`src/i2s_rx_defs.svh`:
```
`ifndef I2S_RX_DEFS_SVH
`define I2S_RX_DEFS_SVH

// ------------------------------
// Data path widths
// ------------------------------

// One I2S sample per channel
`define I2S_WORD_W 16

// Wishbone word address and data bus
`define WB_ADR_W 4
`define WB_DAT_W 32

// ------------------------------
// Sample FIFO and watchdog
// ------------------------------

// 256 entries, level counter needs one more bit
`define FIFO_AW 8

// Bus clocks with no bit clock edge before the link counts as dead
`define CLK_STOP_CYCLES 64

// Returned for any unmapped register
`define DEF_REG_VALUE 32'hDADDEFAC

`endif

```
`src/i2s_rx_pkg.sv`:
```
`include "i2s_rx_defs.svh"

package i2s_rx_pkg;

	// DMA engine states, DMA_DONE only lasts one cycle
	typedef enum logic [2:0] {
		DMA_IDLE = 3'd0,
		DMA_WAIT = 3'd1,
		DMA_REQ  = 3'd2,
		DMA_XFER = 3'd3,
		DMA_DONE = 3'd4
	} dma_state_e;

	// Register map, word addresses
	typedef enum logic [`WB_ADR_W-1:0] {
		REG_I2S_EN    = 4'd0,
		REG_INTR_STS  = 4'd2,
		REG_INTR_EN   = 4'd3,
		REG_FIFO_STS  = 4'd4,
		REG_FIFO_DATA = 4'd5,
		REG_FIFO_RST  = 4'd7,
		REG_DMA_EN    = 4'd8,
		REG_DMA_STS   = 4'd9,
		REG_DMA_CNT   = 4'd10
	} reg_addr_e;

endpackage

```
`src/i2s_deserializer.sv`:
```
`timescale 1ns/1ns
`include "i2s_rx_defs.svh"

module i2s_deserializer (
	input  logic                   wbs_clk_i,
	input  logic                   rst_i,
	input  logic                   en_i,
	input  logic                   i2s_sclk_i,
	input  logic                   i2s_ws_i,
	input  logic                   i2s_din_i,
	output logic [`I2S_WORD_W-1:0] data_o,
	output logic                   push_o,
	output logic                   clk_stopped_o
);

	localparam int STOP_W = $clog2(`CLK_STOP_CYCLES) + 1;

	// Third sclk stage only feeds the edge detect
	logic [2:0]             sclk_q;
	logic [1:0]             ws_q;
	logic [1:0]             din_q;
	logic                   sclk_rise;
	logic                   ws_prev;
	logic                   ws_change;
	logic [`I2S_WORD_W-1:0] shift_r;
	logic [STOP_W-1:0]      stop_cnt;

	// ------------------------------
	// Pin synchronizers
	// ------------------------------
	always_ff @(posedge wbs_clk_i) begin
		if (rst_i) begin
			sclk_q <= '0;
			ws_q   <= '0;
			din_q  <= '0;
		end else begin
			sclk_q <= {sclk_q[1:0], i2s_sclk_i};
			ws_q   <= {ws_q[0], i2s_ws_i};
			din_q  <= {din_q[0], i2s_din_i};
		end
	end

	// ws and din are aligned with sclk_q[1]
	assign sclk_rise = sclk_q[1] & ~sclk_q[2];
	assign ws_change = ws_q[1] != ws_prev;

	// ------------------------------
	// Shift in, MSB first
	// ------------------------------
	always_ff @(posedge wbs_clk_i) begin
		if (sclk_rise) begin
			shift_r <= {shift_r[`I2S_WORD_W-2:0], din_q[1]};
			// One-bit delay, this bit is the LSB of the closing word
			if (ws_change && !ws_prev)
				data_o <= {shift_r[`I2S_WORD_W-2:0], din_q[1]};
		end
	end

	// Left word done when WS leaves low
	always_ff @(posedge wbs_clk_i) begin
		if (rst_i) begin
			ws_prev <= 1'b0;
			push_o  <= 1'b0;
		end else begin
			push_o <= sclk_rise && ws_change && !ws_prev && en_i;
			if (sclk_rise)
				ws_prev <= ws_q[1];
		end
	end

	// ------------------------------
	// Bit clock watchdog
	// ------------------------------
	always_ff @(posedge wbs_clk_i) begin
		if (rst_i || !en_i || sclk_rise) begin
			stop_cnt      <= '0;
			clk_stopped_o <= 1'b0;
		end else if (stop_cnt == STOP_W'(`CLK_STOP_CYCLES - 1)) begin
			clk_stopped_o <= 1'b1;
		end else begin
			stop_cnt <= stop_cnt + 1'b1;
		end
	end

endmodule

```
`src/sample_fifo.sv`:
```
`timescale 1ns/1ns
`include "i2s_rx_defs.svh"

module sample_fifo (
	input  logic                   wbs_clk_i,
	input  logic                   rst_i,
	input  logic                   flush_i,
	input  logic                   push_i,
	input  logic                   pop_i,
	input  logic [`I2S_WORD_W-1:0] data_i,
	output logic [`I2S_WORD_W-1:0] data_o,
	output logic [`FIFO_AW:0]      level_o,
	output logic                   empty_o,
	output logic                   full_o
);

	localparam int DEPTH = 1 << `FIFO_AW;

	logic [`I2S_WORD_W-1:0] mem [0:DEPTH-1];
	logic [`FIFO_AW-1:0]    wr_ptr;
	logic [`FIFO_AW-1:0]    rd_ptr;
	logic                   do_push;
	logic                   do_pop;

	// Overflow drops the sample, underflow is ignored
	assign do_push = push_i && !full_o;
	assign do_pop  = pop_i && !empty_o;

	assign empty_o = level_o == '0;
	assign full_o  = level_o == (`FIFO_AW+1)'(DEPTH);

	// Head word shown without a read latency
	assign data_o = mem[rd_ptr];

	always_ff @(posedge wbs_clk_i) begin
		if (do_push)
			mem[wr_ptr] <= data_i;
	end

	// ------------------------------
	// Pointers and level
	// ------------------------------
	always_ff @(posedge wbs_clk_i) begin
		if (rst_i || flush_i) begin
			wr_ptr  <= '0;
			rd_ptr  <= '0;
			level_o <= '0;
		end else begin
			if (do_push)
				wr_ptr <= wr_ptr + 1'b1;
			if (do_pop)
				rd_ptr <= rd_ptr + 1'b1;
			// Simultaneous push and pop leaves the level alone
			if (do_push && !do_pop)
				level_o <= level_o + 1'b1;
			else if (do_pop && !do_push)
				level_o <= level_o - 1'b1;
		end
	end

endmodule

```
`src/dma_req_fsm.sv`:
```
`timescale 1ns/1ns
`include "i2s_rx_defs.svh"

module dma_req_fsm (
	input  logic                   wbs_clk_i,
	input  logic                   rst_i,
	input  logic                   start_i,
	input  logic                   pop_i,
	input  logic                   dma_active_i,
	input  logic [`FIFO_AW:0]      dma_cnt_i,
	input  logic [`FIFO_AW:0]      fifo_level_i,
	output logic                   dma_req_o,
	output logic                   done_o,
	output logic                   busy_o,
	output i2s_rx_pkg::dma_state_e state_o,
	output logic [`FIFO_AW:0]      remain_o
);

	import i2s_rx_pkg::*;

	// ------------------------------
	// State and remaining count
	// ------------------------------
	always_ff @(posedge wbs_clk_i) begin
		if (rst_i) begin
			state_o  <= DMA_IDLE;
			remain_o <= '0;
		end else begin
			case (state_o)
				DMA_IDLE: if (start_i) begin
					state_o  <= DMA_WAIT;
					remain_o <= dma_cnt_i;
				end
				// Zero count finishes at once
				DMA_WAIT: if (remain_o == '0)
					state_o <= DMA_DONE;
				else if (fifo_level_i >= remain_o)
					state_o <= DMA_REQ;
				// Held here for as long as the DMA stays inactive
				DMA_REQ: if (dma_active_i)
					state_o <= DMA_XFER;
				DMA_XFER: if (pop_i) begin
					remain_o <= remain_o - 1'b1;
					if (remain_o == (`FIFO_AW+1)'(1))
						state_o <= DMA_DONE;
				end
				default: state_o <= DMA_IDLE;
			endcase
		end
	end

	// Decoded outputs
	assign dma_req_o = state_o == DMA_REQ;
	assign done_o    = state_o == DMA_DONE;
	assign busy_o    = state_o != DMA_IDLE;

endmodule

```
`src/wb_reg_block.sv`:
```
`timescale 1ns/1ns
`include "i2s_rx_defs.svh"

module wb_reg_block (
	input  logic                   wbs_clk_i,
	input  logic                   rst_i,
	input  logic                   wbs_cyc_i,
	input  logic                   wbs_stb_i,
	input  logic                   wbs_we_i,
	input  logic [`WB_ADR_W-1:0]   wbs_adr_i,
	input  logic [`WB_DAT_W-1:0]   wbs_dat_i,
	output logic [`WB_DAT_W-1:0]   wbs_dat_o,
	output logic                   wbs_ack_o,
	input  logic [`I2S_WORD_W-1:0] fifo_data_i,
	input  logic [`FIFO_AW:0]      fifo_level_i,
	input  logic                   fifo_empty_i,
	input  logic                   fifo_full_i,
	output logic                   fifo_pop_o,
	output logic                   fifo_flush_o,
	input  logic                   dma_done_i,
	input  logic                   dma_busy_i,
	input  i2s_rx_pkg::dma_state_e dma_state_i,
	input  logic [`FIFO_AW:0]      dma_remain_i,
	output logic                   dma_start_o,
	output logic [`FIFO_AW:0]      dma_cnt_o,
	input  logic                   clk_stopped_i,
	output logic                   i2s_en_o,
	output logic                   rx_intr_o,
	output logic                   dma_intr_o,
	output logic                   dis_intr_o
);

	import i2s_rx_pkg::*;

	logic                 access;
	logic                 wr;
	reg_addr_e            addr;
	logic [`WB_DAT_W-1:0] rd_data;
	logic [2:0]           intr_sts;
	logic [2:0]           intr_en;
	logic                 dma_done_sts;
	logic                 clk_stop_sts;
	logic                 clk_stopped_q;

	// New cycle seen while ack is low
	assign access = wbs_cyc_i && wbs_stb_i && !wbs_ack_o;
	assign wr     = access && wbs_we_i;
	assign addr   = reg_addr_e'(wbs_adr_i);

	// Bit 0 follows the FIFO, the rest are sticky
	assign intr_sts = {clk_stop_sts, dma_done_sts, !fifo_empty_i};

	// ------------------------------
	// Read mux
	// ------------------------------
	always_comb begin
		rd_data = '0;
		case (addr)
			REG_I2S_EN:   rd_data[0] = i2s_en_o;
			REG_INTR_STS: rd_data[2:0] = intr_sts;
			REG_INTR_EN:  rd_data[2:0] = intr_en;
			REG_FIFO_STS: begin
				rd_data[`FIFO_AW:0] = fifo_level_i;
				rd_data[16]         = fifo_empty_i;
				rd_data[17]         = fifo_full_i;
			end
			// Empty FIFO reads as zero
			REG_FIFO_DATA: if (!fifo_empty_i)
				rd_data[`I2S_WORD_W-1:0] = fifo_data_i;
			REG_FIFO_RST: rd_data = '0;
			REG_DMA_EN:   rd_data[0] = dma_busy_i;
			// DMA_DONE shows as code 0 with busy still set
			REG_DMA_STS: begin
				rd_data[1:0]              = dma_state_i[1:0];
				rd_data[2]                = dma_busy_i;
				rd_data[16 +: `FIFO_AW+1] = dma_remain_i;
			end
			REG_DMA_CNT: rd_data[`FIFO_AW:0] = dma_cnt_o;
			default:     rd_data = `DEF_REG_VALUE;
		endcase
	end

	always_ff @(posedge wbs_clk_i) begin
		if (access)
			wbs_dat_o <= rd_data;
	end

	// ------------------------------
	// Ack, strobes and registers
	// ------------------------------
	always_ff @(posedge wbs_clk_i) begin
		if (rst_i) begin
			wbs_ack_o    <= 1'b0;
			fifo_pop_o   <= 1'b0;
			fifo_flush_o <= 1'b0;
			dma_start_o  <= 1'b0;
			i2s_en_o     <= 1'b0;
			intr_en      <= '0;
			dma_cnt_o    <= '0;
		end else begin
			wbs_ack_o <= access;
			// Strobes line up with the ack cycle
			fifo_pop_o   <= access && !wbs_we_i && addr == REG_FIFO_DATA && !fifo_empty_i;
			fifo_flush_o <= wr && addr == REG_FIFO_RST && wbs_dat_i[0];
			dma_start_o  <= wr && addr == REG_DMA_EN && wbs_dat_i[0];
			if (wr && addr == REG_I2S_EN)
				i2s_en_o <= wbs_dat_i[0];
			if (wr && addr == REG_INTR_EN)
				intr_en <= wbs_dat_i[2:0];
			if (wr && addr == REG_DMA_CNT)
				dma_cnt_o <= wbs_dat_i[`FIFO_AW:0];
		end
	end

	// Sticky status, a new event beats a clear
	always_ff @(posedge wbs_clk_i) begin
		if (rst_i) begin
			dma_done_sts  <= 1'b0;
			clk_stop_sts  <= 1'b0;
			clk_stopped_q <= 1'b0;
		end else begin
			clk_stopped_q <= clk_stopped_i;
			if (dma_done_i)
				dma_done_sts <= 1'b1;
			else if (wr && addr == REG_INTR_STS && wbs_dat_i[1])
				dma_done_sts <= 1'b0;
			if (clk_stopped_i && !clk_stopped_q)
				clk_stop_sts <= 1'b1;
			else if (wr && addr == REG_INTR_STS && wbs_dat_i[2])
				clk_stop_sts <= 1'b0;
		end
	end

	// Interrupt pins, one cycle behind status
	always_ff @(posedge wbs_clk_i) begin
		if (rst_i) begin
			rx_intr_o  <= 1'b0;
			dma_intr_o <= 1'b0;
			dis_intr_o <= 1'b0;
		end else begin
			rx_intr_o  <= intr_sts[0] & intr_en[0];
			dma_intr_o <= intr_sts[1] & intr_en[1];
			dis_intr_o <= intr_sts[2] & intr_en[2];
		end
	end

endmodule

```
`src/i2s_rx_dma_top.sv`:
```
`timescale 1ns/1ns
`include "i2s_rx_defs.svh"

module i2s_rx_dma_top (
	input  logic                 wbs_clk_i,
	input  logic                 rst_i,
	input  logic                 wbs_cyc_i,
	input  logic                 wbs_stb_i,
	input  logic                 wbs_we_i,
	input  logic [`WB_ADR_W-1:0] wbs_adr_i,
	input  logic [`WB_DAT_W-1:0] wbs_dat_i,
	output logic [`WB_DAT_W-1:0] wbs_dat_o,
	output logic                 wbs_ack_o,
	input  logic                 i2s_sclk_i,
	input  logic                 i2s_ws_i,
	input  logic                 i2s_din_i,
	output logic                 dma_req_o,
	input  logic                 dma_active_i,
	output logic                 rx_intr_o,
	output logic                 dma_intr_o,
	output logic                 dis_intr_o
);

	import i2s_rx_pkg::*;

	// Deserializer to FIFO
	logic [`I2S_WORD_W-1:0] rx_data;
	logic                   rx_push;
	logic                   clk_stopped;
	logic                   i2s_en;

	// FIFO status and strobes
	logic [`I2S_WORD_W-1:0] fifo_data;
	logic [`FIFO_AW:0]      fifo_level;
	logic                   fifo_empty;
	logic                   fifo_full;
	logic                   fifo_pop;
	logic                   fifo_flush;

	// DMA engine
	logic                   dma_start;
	logic                   dma_done;
	logic                   dma_busy;
	logic [`FIFO_AW:0]      dma_cnt;
	logic [`FIFO_AW:0]      dma_remain;
	dma_state_e             dma_state;

	// ------------------------------
	// Serial front end
	// ------------------------------
	i2s_deserializer i2s_deserializer_inst (
		.wbs_clk_i     (wbs_clk_i),
		.rst_i         (rst_i),
		.en_i          (i2s_en),
		.i2s_sclk_i    (i2s_sclk_i),
		.i2s_ws_i      (i2s_ws_i),
		.i2s_din_i     (i2s_din_i),
		.data_o        (rx_data),
		.push_o        (rx_push),
		.clk_stopped_o (clk_stopped)
	);

	sample_fifo sample_fifo_inst (
		.wbs_clk_i (wbs_clk_i),
		.rst_i     (rst_i),
		.flush_i   (fifo_flush),
		.push_i    (rx_push),
		.pop_i     (fifo_pop),
		.data_i    (rx_data),
		.data_o    (fifo_data),
		.level_o   (fifo_level),
		.empty_o   (fifo_empty),
		.full_o    (fifo_full)
	);

	// Pops come only from data register reads
	dma_req_fsm dma_req_fsm_inst (
		.wbs_clk_i    (wbs_clk_i),
		.rst_i        (rst_i),
		.start_i      (dma_start),
		.pop_i        (fifo_pop),
		.dma_active_i (dma_active_i),
		.dma_cnt_i    (dma_cnt),
		.fifo_level_i (fifo_level),
		.dma_req_o    (dma_req_o),
		.done_o       (dma_done),
		.busy_o       (dma_busy),
		.state_o      (dma_state),
		.remain_o     (dma_remain)
	);

	// ------------------------------
	// Register block
	// ------------------------------
	wb_reg_block wb_reg_block_inst (
		.wbs_clk_i     (wbs_clk_i),
		.rst_i         (rst_i),
		.wbs_cyc_i     (wbs_cyc_i),
		.wbs_stb_i     (wbs_stb_i),
		.wbs_we_i      (wbs_we_i),
		.wbs_adr_i     (wbs_adr_i),
		.wbs_dat_i     (wbs_dat_i),
		.wbs_dat_o     (wbs_dat_o),
		.wbs_ack_o     (wbs_ack_o),
		.fifo_data_i   (fifo_data),
		.fifo_level_i  (fifo_level),
		.fifo_empty_i  (fifo_empty),
		.fifo_full_i   (fifo_full),
		.fifo_pop_o    (fifo_pop),
		.fifo_flush_o  (fifo_flush),
		.dma_done_i    (dma_done),
		.dma_busy_i    (dma_busy),
		.dma_state_i   (dma_state),
		.dma_remain_i  (dma_remain),
		.dma_start_o   (dma_start),
		.dma_cnt_o     (dma_cnt),
		.clk_stopped_i (clk_stopped),
		.i2s_en_o      (i2s_en),
		.rx_intr_o     (rx_intr_o),
		.dma_intr_o    (dma_intr_o),
		.dis_intr_o    (dis_intr_o)
	);

endmodule

```
`config.mk`:
```
export PLATFORM = sky130hd
export DESIGN_NAME = i2s_rx_dma_top
export DESIGN_NICKNAME = d
export VERILOG_FILES = /design/src/i2s_rx_pkg.sv /design/src/i2s_deserializer.sv /design/src/sample_fifo.sv /design/src/dma_req_fsm.sv /design/src/wb_reg_block.sv /design/src/i2s_rx_dma_top.sv
export VERILOG_INCLUDE_DIRS = /design/src /design/src/src
export SDC_FILE = /design/constraint.sdc
export NUM_CORES = 2
export LEC_CHECK = 0
export BUFFER_PORTS_ARGS = -buffer_cell sky130_fd_sc_hd__buf_4
export CORE_MARGIN = 2
export CORE_UTILIZATION = 30
export CTS_BUF_LIST = sky130_fd_sc_hd__clkbuf_4 sky130_fd_sc_hd__clkbuf_8
export DETAILED_ROUTE_END_ITERATION = 10
export PLACE_DENSITY = 0.55
export RECOVER_POWER = 100
export SYNTH_ARGS = -nofsm -noshare
export SYNTH_HDL_FRONTEND = slang
export SYNTH_SLANG_ARGS = --single-unit
```
`constraint.sdc`:
```
create_clock -name wbs_clk_i -period 4.4 [get_ports wbs_clk_i]
set_input_delay 0.22 -clock wbs_clk_i [delete_from_list [all_inputs] [get_ports wbs_clk_i]]
set_output_delay 0.22 -clock wbs_clk_i [all_outputs]
set_load 0.02 [all_outputs]
```
== Yosys cells after proc, flatten, opt, wreduce, memory -nomap -nowiden ==
Memory sizes are Yosys's and may differ from the RTL's. A register that Yosys moved wholly into a read port is not among the register bits.
Index checks and enable logic that the tools add are counted.

* Magnitude comparators: 1
* Add/subtract/negate cells: 6
* Equality and inequality tests: 21
* Multiplexer cells: 28
* Reductions and logical operators: 55
* Bitwise logic cells: 5

{| class="wikitable"
|+ Operators with widths
! kind !! number
|-
| 9-bit two-way mux || 4
|-
| 7-bit one-hot mux with 2 select lines || 2
|-
| 1-bit logical AND || 25
|-
| 6-bit one-hot mux with 4 select lines || 1
|-
| 9-bit logical NOT || 2
|-
| 3-bit two-way mux || 6
|-
| 9-bit one-hot mux with 2 select lines || 1
|-
| 9-bit by 1-bit subtractor with 9-bit output, second input constant || 2
|-
| 8-bit by 1-bit adder with 8-bit output, second input constant || 2
|-
| 16-bit two-way mux || 1
|-
| 8-bit two-way mux || 2
|-
| 8-bit OR reduction || 2
|-
| 2-bit one-hot mux with 7 select lines || 1
|-
| 4-bit by 3-bit equality test with 1-bit output, second input constant || 3
|-
| 4-bit equality test, second input constant || 3
|-
| 3-bit one-hot mux with 4 select lines || 1
|-
| 9-bit by 1-bit adder with 9-bit output, second input constant || 1
|-
| 9-bit by 1-bit equality test with 1-bit output, second input constant || 1
|-
| 9-bit equality test, second input constant || 1
|-
| 9-bit >= comparator || 1
|-
| 1-bit logical NOT || 9
|-
| 9-bit OR reduction || 1
|-
| 4-bit by 2-bit equality test with 1-bit output, second input constant || 2
|-
| 2-bit by 1-bit != test with 1-bit output, second input constant || 4
|-
| 24 further kinds || 38
|}

* RAM bits: 4096
* Memories: 1
* Input bits: 45
* Register bits: 140

{| class="wikitable"
|+ Memories
! name !! depth !! width !! rd ports !! clocked after memory_dff !! wr ports !! line !! RTL
|-
| sample_fifo_inst.mem || 256 || 16 || 1 || 1 || 1 || sample_fifo.sv:19 || <nowiki>logic [`I2S_WORD_W-1:0] mem [0:DEPTH-1];</nowiki>
|}

== Depth between registers and ports, before layout ==
* Depth after elaboration: 7
* Depth in mapped cells: 14
* Depth with buffers taken out: 14

== Hierarchy ==
Synthesis repeated with hierarchy kept, for this count alone.

* Cells, all modules: 7569
* Area, all modules: 163241.6 um2

{| class="wikitable"
|+ Modules (own cells, without submodules)
! module !! times used !! seq. area each (um2) !! cells each !! area each (um2)
|-
| sample_fifo || 1 || 123658.6 || 7147 || 158326.8
|-
| wb_reg_block || 1 || 1241.2 || 194 || 2272.2
|-
| i2s_deserializer || 1 || 1271.2 || 100 || 1612.8
|-
| dma_req_fsm || 1 || 240.2 || 128 || 1029.7
|}

== Least setup slack after synthesis ==
No wires, ideal clock.

* Path type: reg2reg
* Start point: reg i2s_deserializer_inst.data_o[0]
* End point: mem sample_fifo_inst.mem[0][0] in the netlist's numbering, data pin
* Setup slack: 0.354 ns
* Stages on the path, launching flop included: 1
* Setup time: 0.817 ns
* Arrival time: 3.228 ns
* Period minus slack after synthesis: 4.046 ns
* Cells stage by stage: edfxtp_1

{| class="wikitable"
|+ RTL lines
! what !! line !! RTL
|-
| start, declared || i2s_deserializer.sv:11 || <nowiki>output logic [`I2S_WORD_W-1:0] data_o,</nowiki>
|-
| start signal, assigned || i2s_deserializer.sv:55 || <nowiki>data_o <= {shift_r[`I2S_WORD_W-2:0], din_q[1]};</nowiki>
|-
| end, declared || sample_fifo.sv:19 ||
|}

No word-level cell before the write port.

== Worst setup path in the final report ==
* Start point: reg sample_fifo_inst.level_o[5]
* End point: mem sample_fifo_inst.mem[78][1] in the netlist's numbering (enable)

* Cells in the longest elaborated chain, start to end: 5

{| class="wikitable"
|+ RTL lines
! what !! line !! RTL
|-
| start, declared || sample_fifo.sv:12 || <nowiki>output logic [`FIFO_AW:0] level_o,</nowiki>
|-
| start signal, assigned || sample_fifo.sv:55 || <nowiki>level_o <= level_o + 1'b1;</nowiki>
|-
| start signal, assigned || sample_fifo.sv:57 || <nowiki>level_o <= level_o - 1'b1;</nowiki>
|-
| 9-bit equality test || sample_fifo.sv:30 || <nowiki>assign full_o = level_o == (`FIFO_AW+1)'(DEPTH);</nowiki>
|-
| 1-bit logical NOT || sample_fifo.sv:26 || <nowiki>assign do_push = push_i && !full_o;</nowiki>
|-
| 1-bit logical AND || sample_fifo.sv:26 ||
|-
| net sample_fifo_inst.do_push || sample_fifo.sv:22 || <nowiki>logic do_push;</nowiki>
|-
| 1-bit two-way mux || sample_fifo.sv:36 || <nowiki>if (do_push)</nowiki>
|-
| 1-bit two-way mux (not written as such) || sample_fifo.sv:37 || <nowiki>mem[wr_ptr] <= data_i;</nowiki>
|}

The timed path passes the listed nets, and every way through them passes these cells.

==> out/results.txt <==
Type of element launching the critical path = register
Asr flop ratio synth = 0
Final setup violation count = 0
FILL cells = 49870
R2R Setup Slk = 0.04 ns
CTS tree = done
Critical Path Sink = sample_fifo_inst.mem[78][1]
Grt total ovfl = 0
Via density per instance = 5.026
EDFF count, synth = 4153
Final worst path period need = 4.361 ns
Total power = 77000 uW
Worst hold stages = 8
Cell area after synthesis = 162900 um^2
Die Footprint = 548800 um^2
Max Fclk = 0.2293 GHz
Slew Limit Fails = 3727
CTS Buf Count = 678
RSZ-0062 raised after global routing = no
Vias in the first global route = 81990
Sequential area share after synthesis = 0.7761
Rows = 270
Die Y-Extent = 740.8 um
Largest net degree at the start of global routing = 257
Clock root cell = clkbuf_8
Cells on worst reg2reg path = 8
Maximum VDD drop = 246.4 uV
Initial antenna violation count = 27
Failing checks = max-capacitance violations, max-slew violations
Worst Path Class, Setup = register to register
H-tree depth = 6
Cell variety after synth = 70
Skew final = 0.06437 ns
Worst Setup SP = sample_fifo_inst.level_o[5]
WL per Instance = 27.71 um
GPL Wtd Cong = 0.8260
Worst setup EP type = register
# Post-CTS Setup Buffers = 0
Status = finished with violations
Number of routed nets with antenna violations = 0
Max-cap violation count = 35
Power per cell area = 408.7 nW/um^2
Worst skew pair latency = 1.24 ns
Ratio of cells with drive above 1 in the final layout = 0.3266
Finished Cell Area = 188400 um^2
Synth Instances = 7143
Cell Area, Placed = 175800 um^2
Post-synthesis register bit count = 4238
Leakage power = 0.05604 uW
Final period util = 0.9911
Fin. Hold Viols = 0
Initial Utilization = 0.3011
HPWL after DPL = 262100 um
Main area contributors after synthesis = edfxtp_1 (77%), mux4_2 (16%), dfxtp_1 (1.0%), mux2i_1 (0.97%), nor2_1 (0.84%)
PortBufs = 56
IO Count = 82
Drt first-iter violations = 9376
Core Footprint = 540900 um^2
Slew @ Worst Pin = 3.975 ns
Global-route wire length before repair = 616700 um
Clock sinks = 4238
Drt total wl = 440000 um
Setup TNS = 0 ns
Post-place setup slack = 0.07029 ns
Total track usage = 0.1553
DR vias = 79800
RR Endpoint = sample_fifo_inst.mem[78][1]
Final Worst Setup Slack = 0.03934 ns
DRC = 0
Synth warn = 0
Worst flop-to-flop path startpoint = sample_fifo_inst.level_o[5]
Most frequent cells in the layout = edfxtp_1 (4153), mux4_2 (1168), clkbuf_8 (692)
Layout Nets = 8186
Die Wd = 740.8 um
Avg Cell Area, Syn = 22.80 um^2
Clock Tree Buf Depth = 4
Top cell type's share of synthesized area = 0.7657
Layout overhead on the synthesized area = 15.66%
Commonest non-fill, non-tap cell in the layout = edfxtp_1
Slew HR = -1.650
CP max FO = 10
Area leader, netlist = edfxtp_1
Hold Crit Class = primary input to register
Main synth FF type = edfxtp_1
CP Data Arrival Time = 5.27 ns
Data required, critical path = 5.31 ns
Drt pass-1 iters = 7
Worst-path clk slew = 0.06 ns
-- critical path, stage by stage (launching register included) --
cell	delay, ns
dfxtp_1	0.43
nor4_1	0.13
a31oi_1	0.63
buf_4	0.32
and3_1	0.36
nand2_2	0.10
clkbuf_2	0.52
nor2_1	1.05
clkbuf_2	0.43
-- sequential cells by signal, summed over array words and instances (netlist names), 2 cells and up, named ones only --
name                            flops
sample_fifo_inst.wr_ptr             8
i2s_deserializer_inst.stop_cnt      7
i2s_deserializer_inst.din_q         2
wb_reg_block_inst.wbs_dat_o        26
i2s_deserializer_inst.data_o       16
i2s_deserializer_inst.ws_q          2
sample_fifo_inst.level_o            9
wb_reg_block_inst.dma_cnt_o         9
sample_fifo_inst.mem             4096
dma_req_fsm_inst.remain_o           9
dma_req_fsm_inst.state_o            3
sample_fifo_inst.rd_ptr             8
i2s_deserializer_inst.shift_r      15
wb_reg_block_inst.intr_en           3
i2s_deserializer_inst.sclk_q        3
-- cells in the mapped netlist (all sizes together), types with 4 or more instances --
cell type	instances
edfxtp	4153
mux4	1168
nor2	364
buf	228
clkbuf	178
mux2i	158
nand2	135
dfxtp	85
o22ai	77
a21oi	75
nor3	36
o21ai	36
nor2b	32
a22oi	30
nand3	29
ha	27
inv	27
mux2	26
a221oi	24
nand4	18
a211oi	15
a22o	15
nor4	15
xor2	14
o221ai	13
a2111oi	12
and2	11
and3	11
nand2b	11
o31ai	10
a21o	9
nand3b	9
or3	9
a211o	7
o211ai	7
or2	7
xnor2	7
a221o	6
a31oi	6
a31o	5
o2111ai	4
-- metal layers --
metal  vias to the layer above  wire, um  global-route usage  share of wire
met5                         -        54                   0        0.00012
met2                      3388    211300              0.2556           0.48
met1                     43240    180100              0.2093           0.41
met4                         8     15070             0.04780          0.034
met3                       755     33370             0.02889          0.076
li1                      32410         -                   -              -
-- repair_timing --
| item | 4_1_cts | 5_1_grt |
|---|---|---|
| endpoints found under the hold margin | 109 | 0 |
| setup endpoints to repair | 0 | 18 |
| resized for setup | 0 | 3 |
| hold buffers | 72 | 0 |
-- where the power goes --
group / total, uW / switching, uW / internal, uW
clock: 32900 / 15700 / 17200
combinational: 263 / 202 / 61.3
sequential: 43800 / 29.0 / 43800
total: 77000 / 15900 / 61100
-- final cells by class --
| type | count | area (um^2) | area share |
|---|---|---|---|
| Sequential cell | 4238 | 126400 | 0.6711 |
| Multi-Input combinational cell | 2473 | 34610 | 0.1837 |
| Clock buffer | 904 | 11120 | 0.05900 |
| Tap cell | 7208 | 9019 | 0.04787 |
| Timing Repair Buffer | 695 | 5059 | 0.02685 |
| Clock inverter | 316 | 2009 | 0.01067 |
| Inverter | 27 | 101.3 | 0.0005380 |
| Antenna cell | 15 | 37.54 | 0.0001993 |
-- worst min path at each step --
stage / start / to / slack [ns]
3_3_place_gp: i2s_deserializer_inst.shift_r[14] / i2s_deserializer_inst.data_o[15] / 0.40
6_report: wbs_adr_i[0] / wb_reg_block_inst.clk_stop_sts / 0.23
2_1_floorplan: wbs_we_i / wb_reg_block_inst.fifo_pop_o / 0.30
3_5_place_dp: i2s_deserializer_inst.shift_r[14] / i2s_deserializer_inst.data_o[15] / 0.41
4_1_cts: wbs_adr_i[0] / wb_reg_block_inst.clk_stop_sts / 0.05
5_1_grt: wbs_adr_i[0] / wb_reg_block_inst.clk_stop_sts / 0.21
-- per-stage QoR --
stage          hold WS (ns)  std cells  utilization
2_1_floorplan        0.2964       7144            -
4_1_cts             0.05164      15860       0.3506
3_3_place_gp         0.4046      14570       0.3250
5_1_grt              0.2127      15870       0.3483
6_report             0.2289      15880       0.3483
3_5_place_dp         0.4065      14570       0.3250
-- cells by family after synthesis --
| logic type | synth area share |
|---|---|
| compound gates | 0.01552 |
| xor+xnor | 0.001129 |
| fa+ha+maj | 0.002197 |
| buf+inv | 0.01300 |
| flops | 0.7761 |
| mux | 0.1730 |
| other cells | 0.00002302 |
| simple gates | 0.01901 |
No activity file was read; power rests on OpenSTA's default activity.
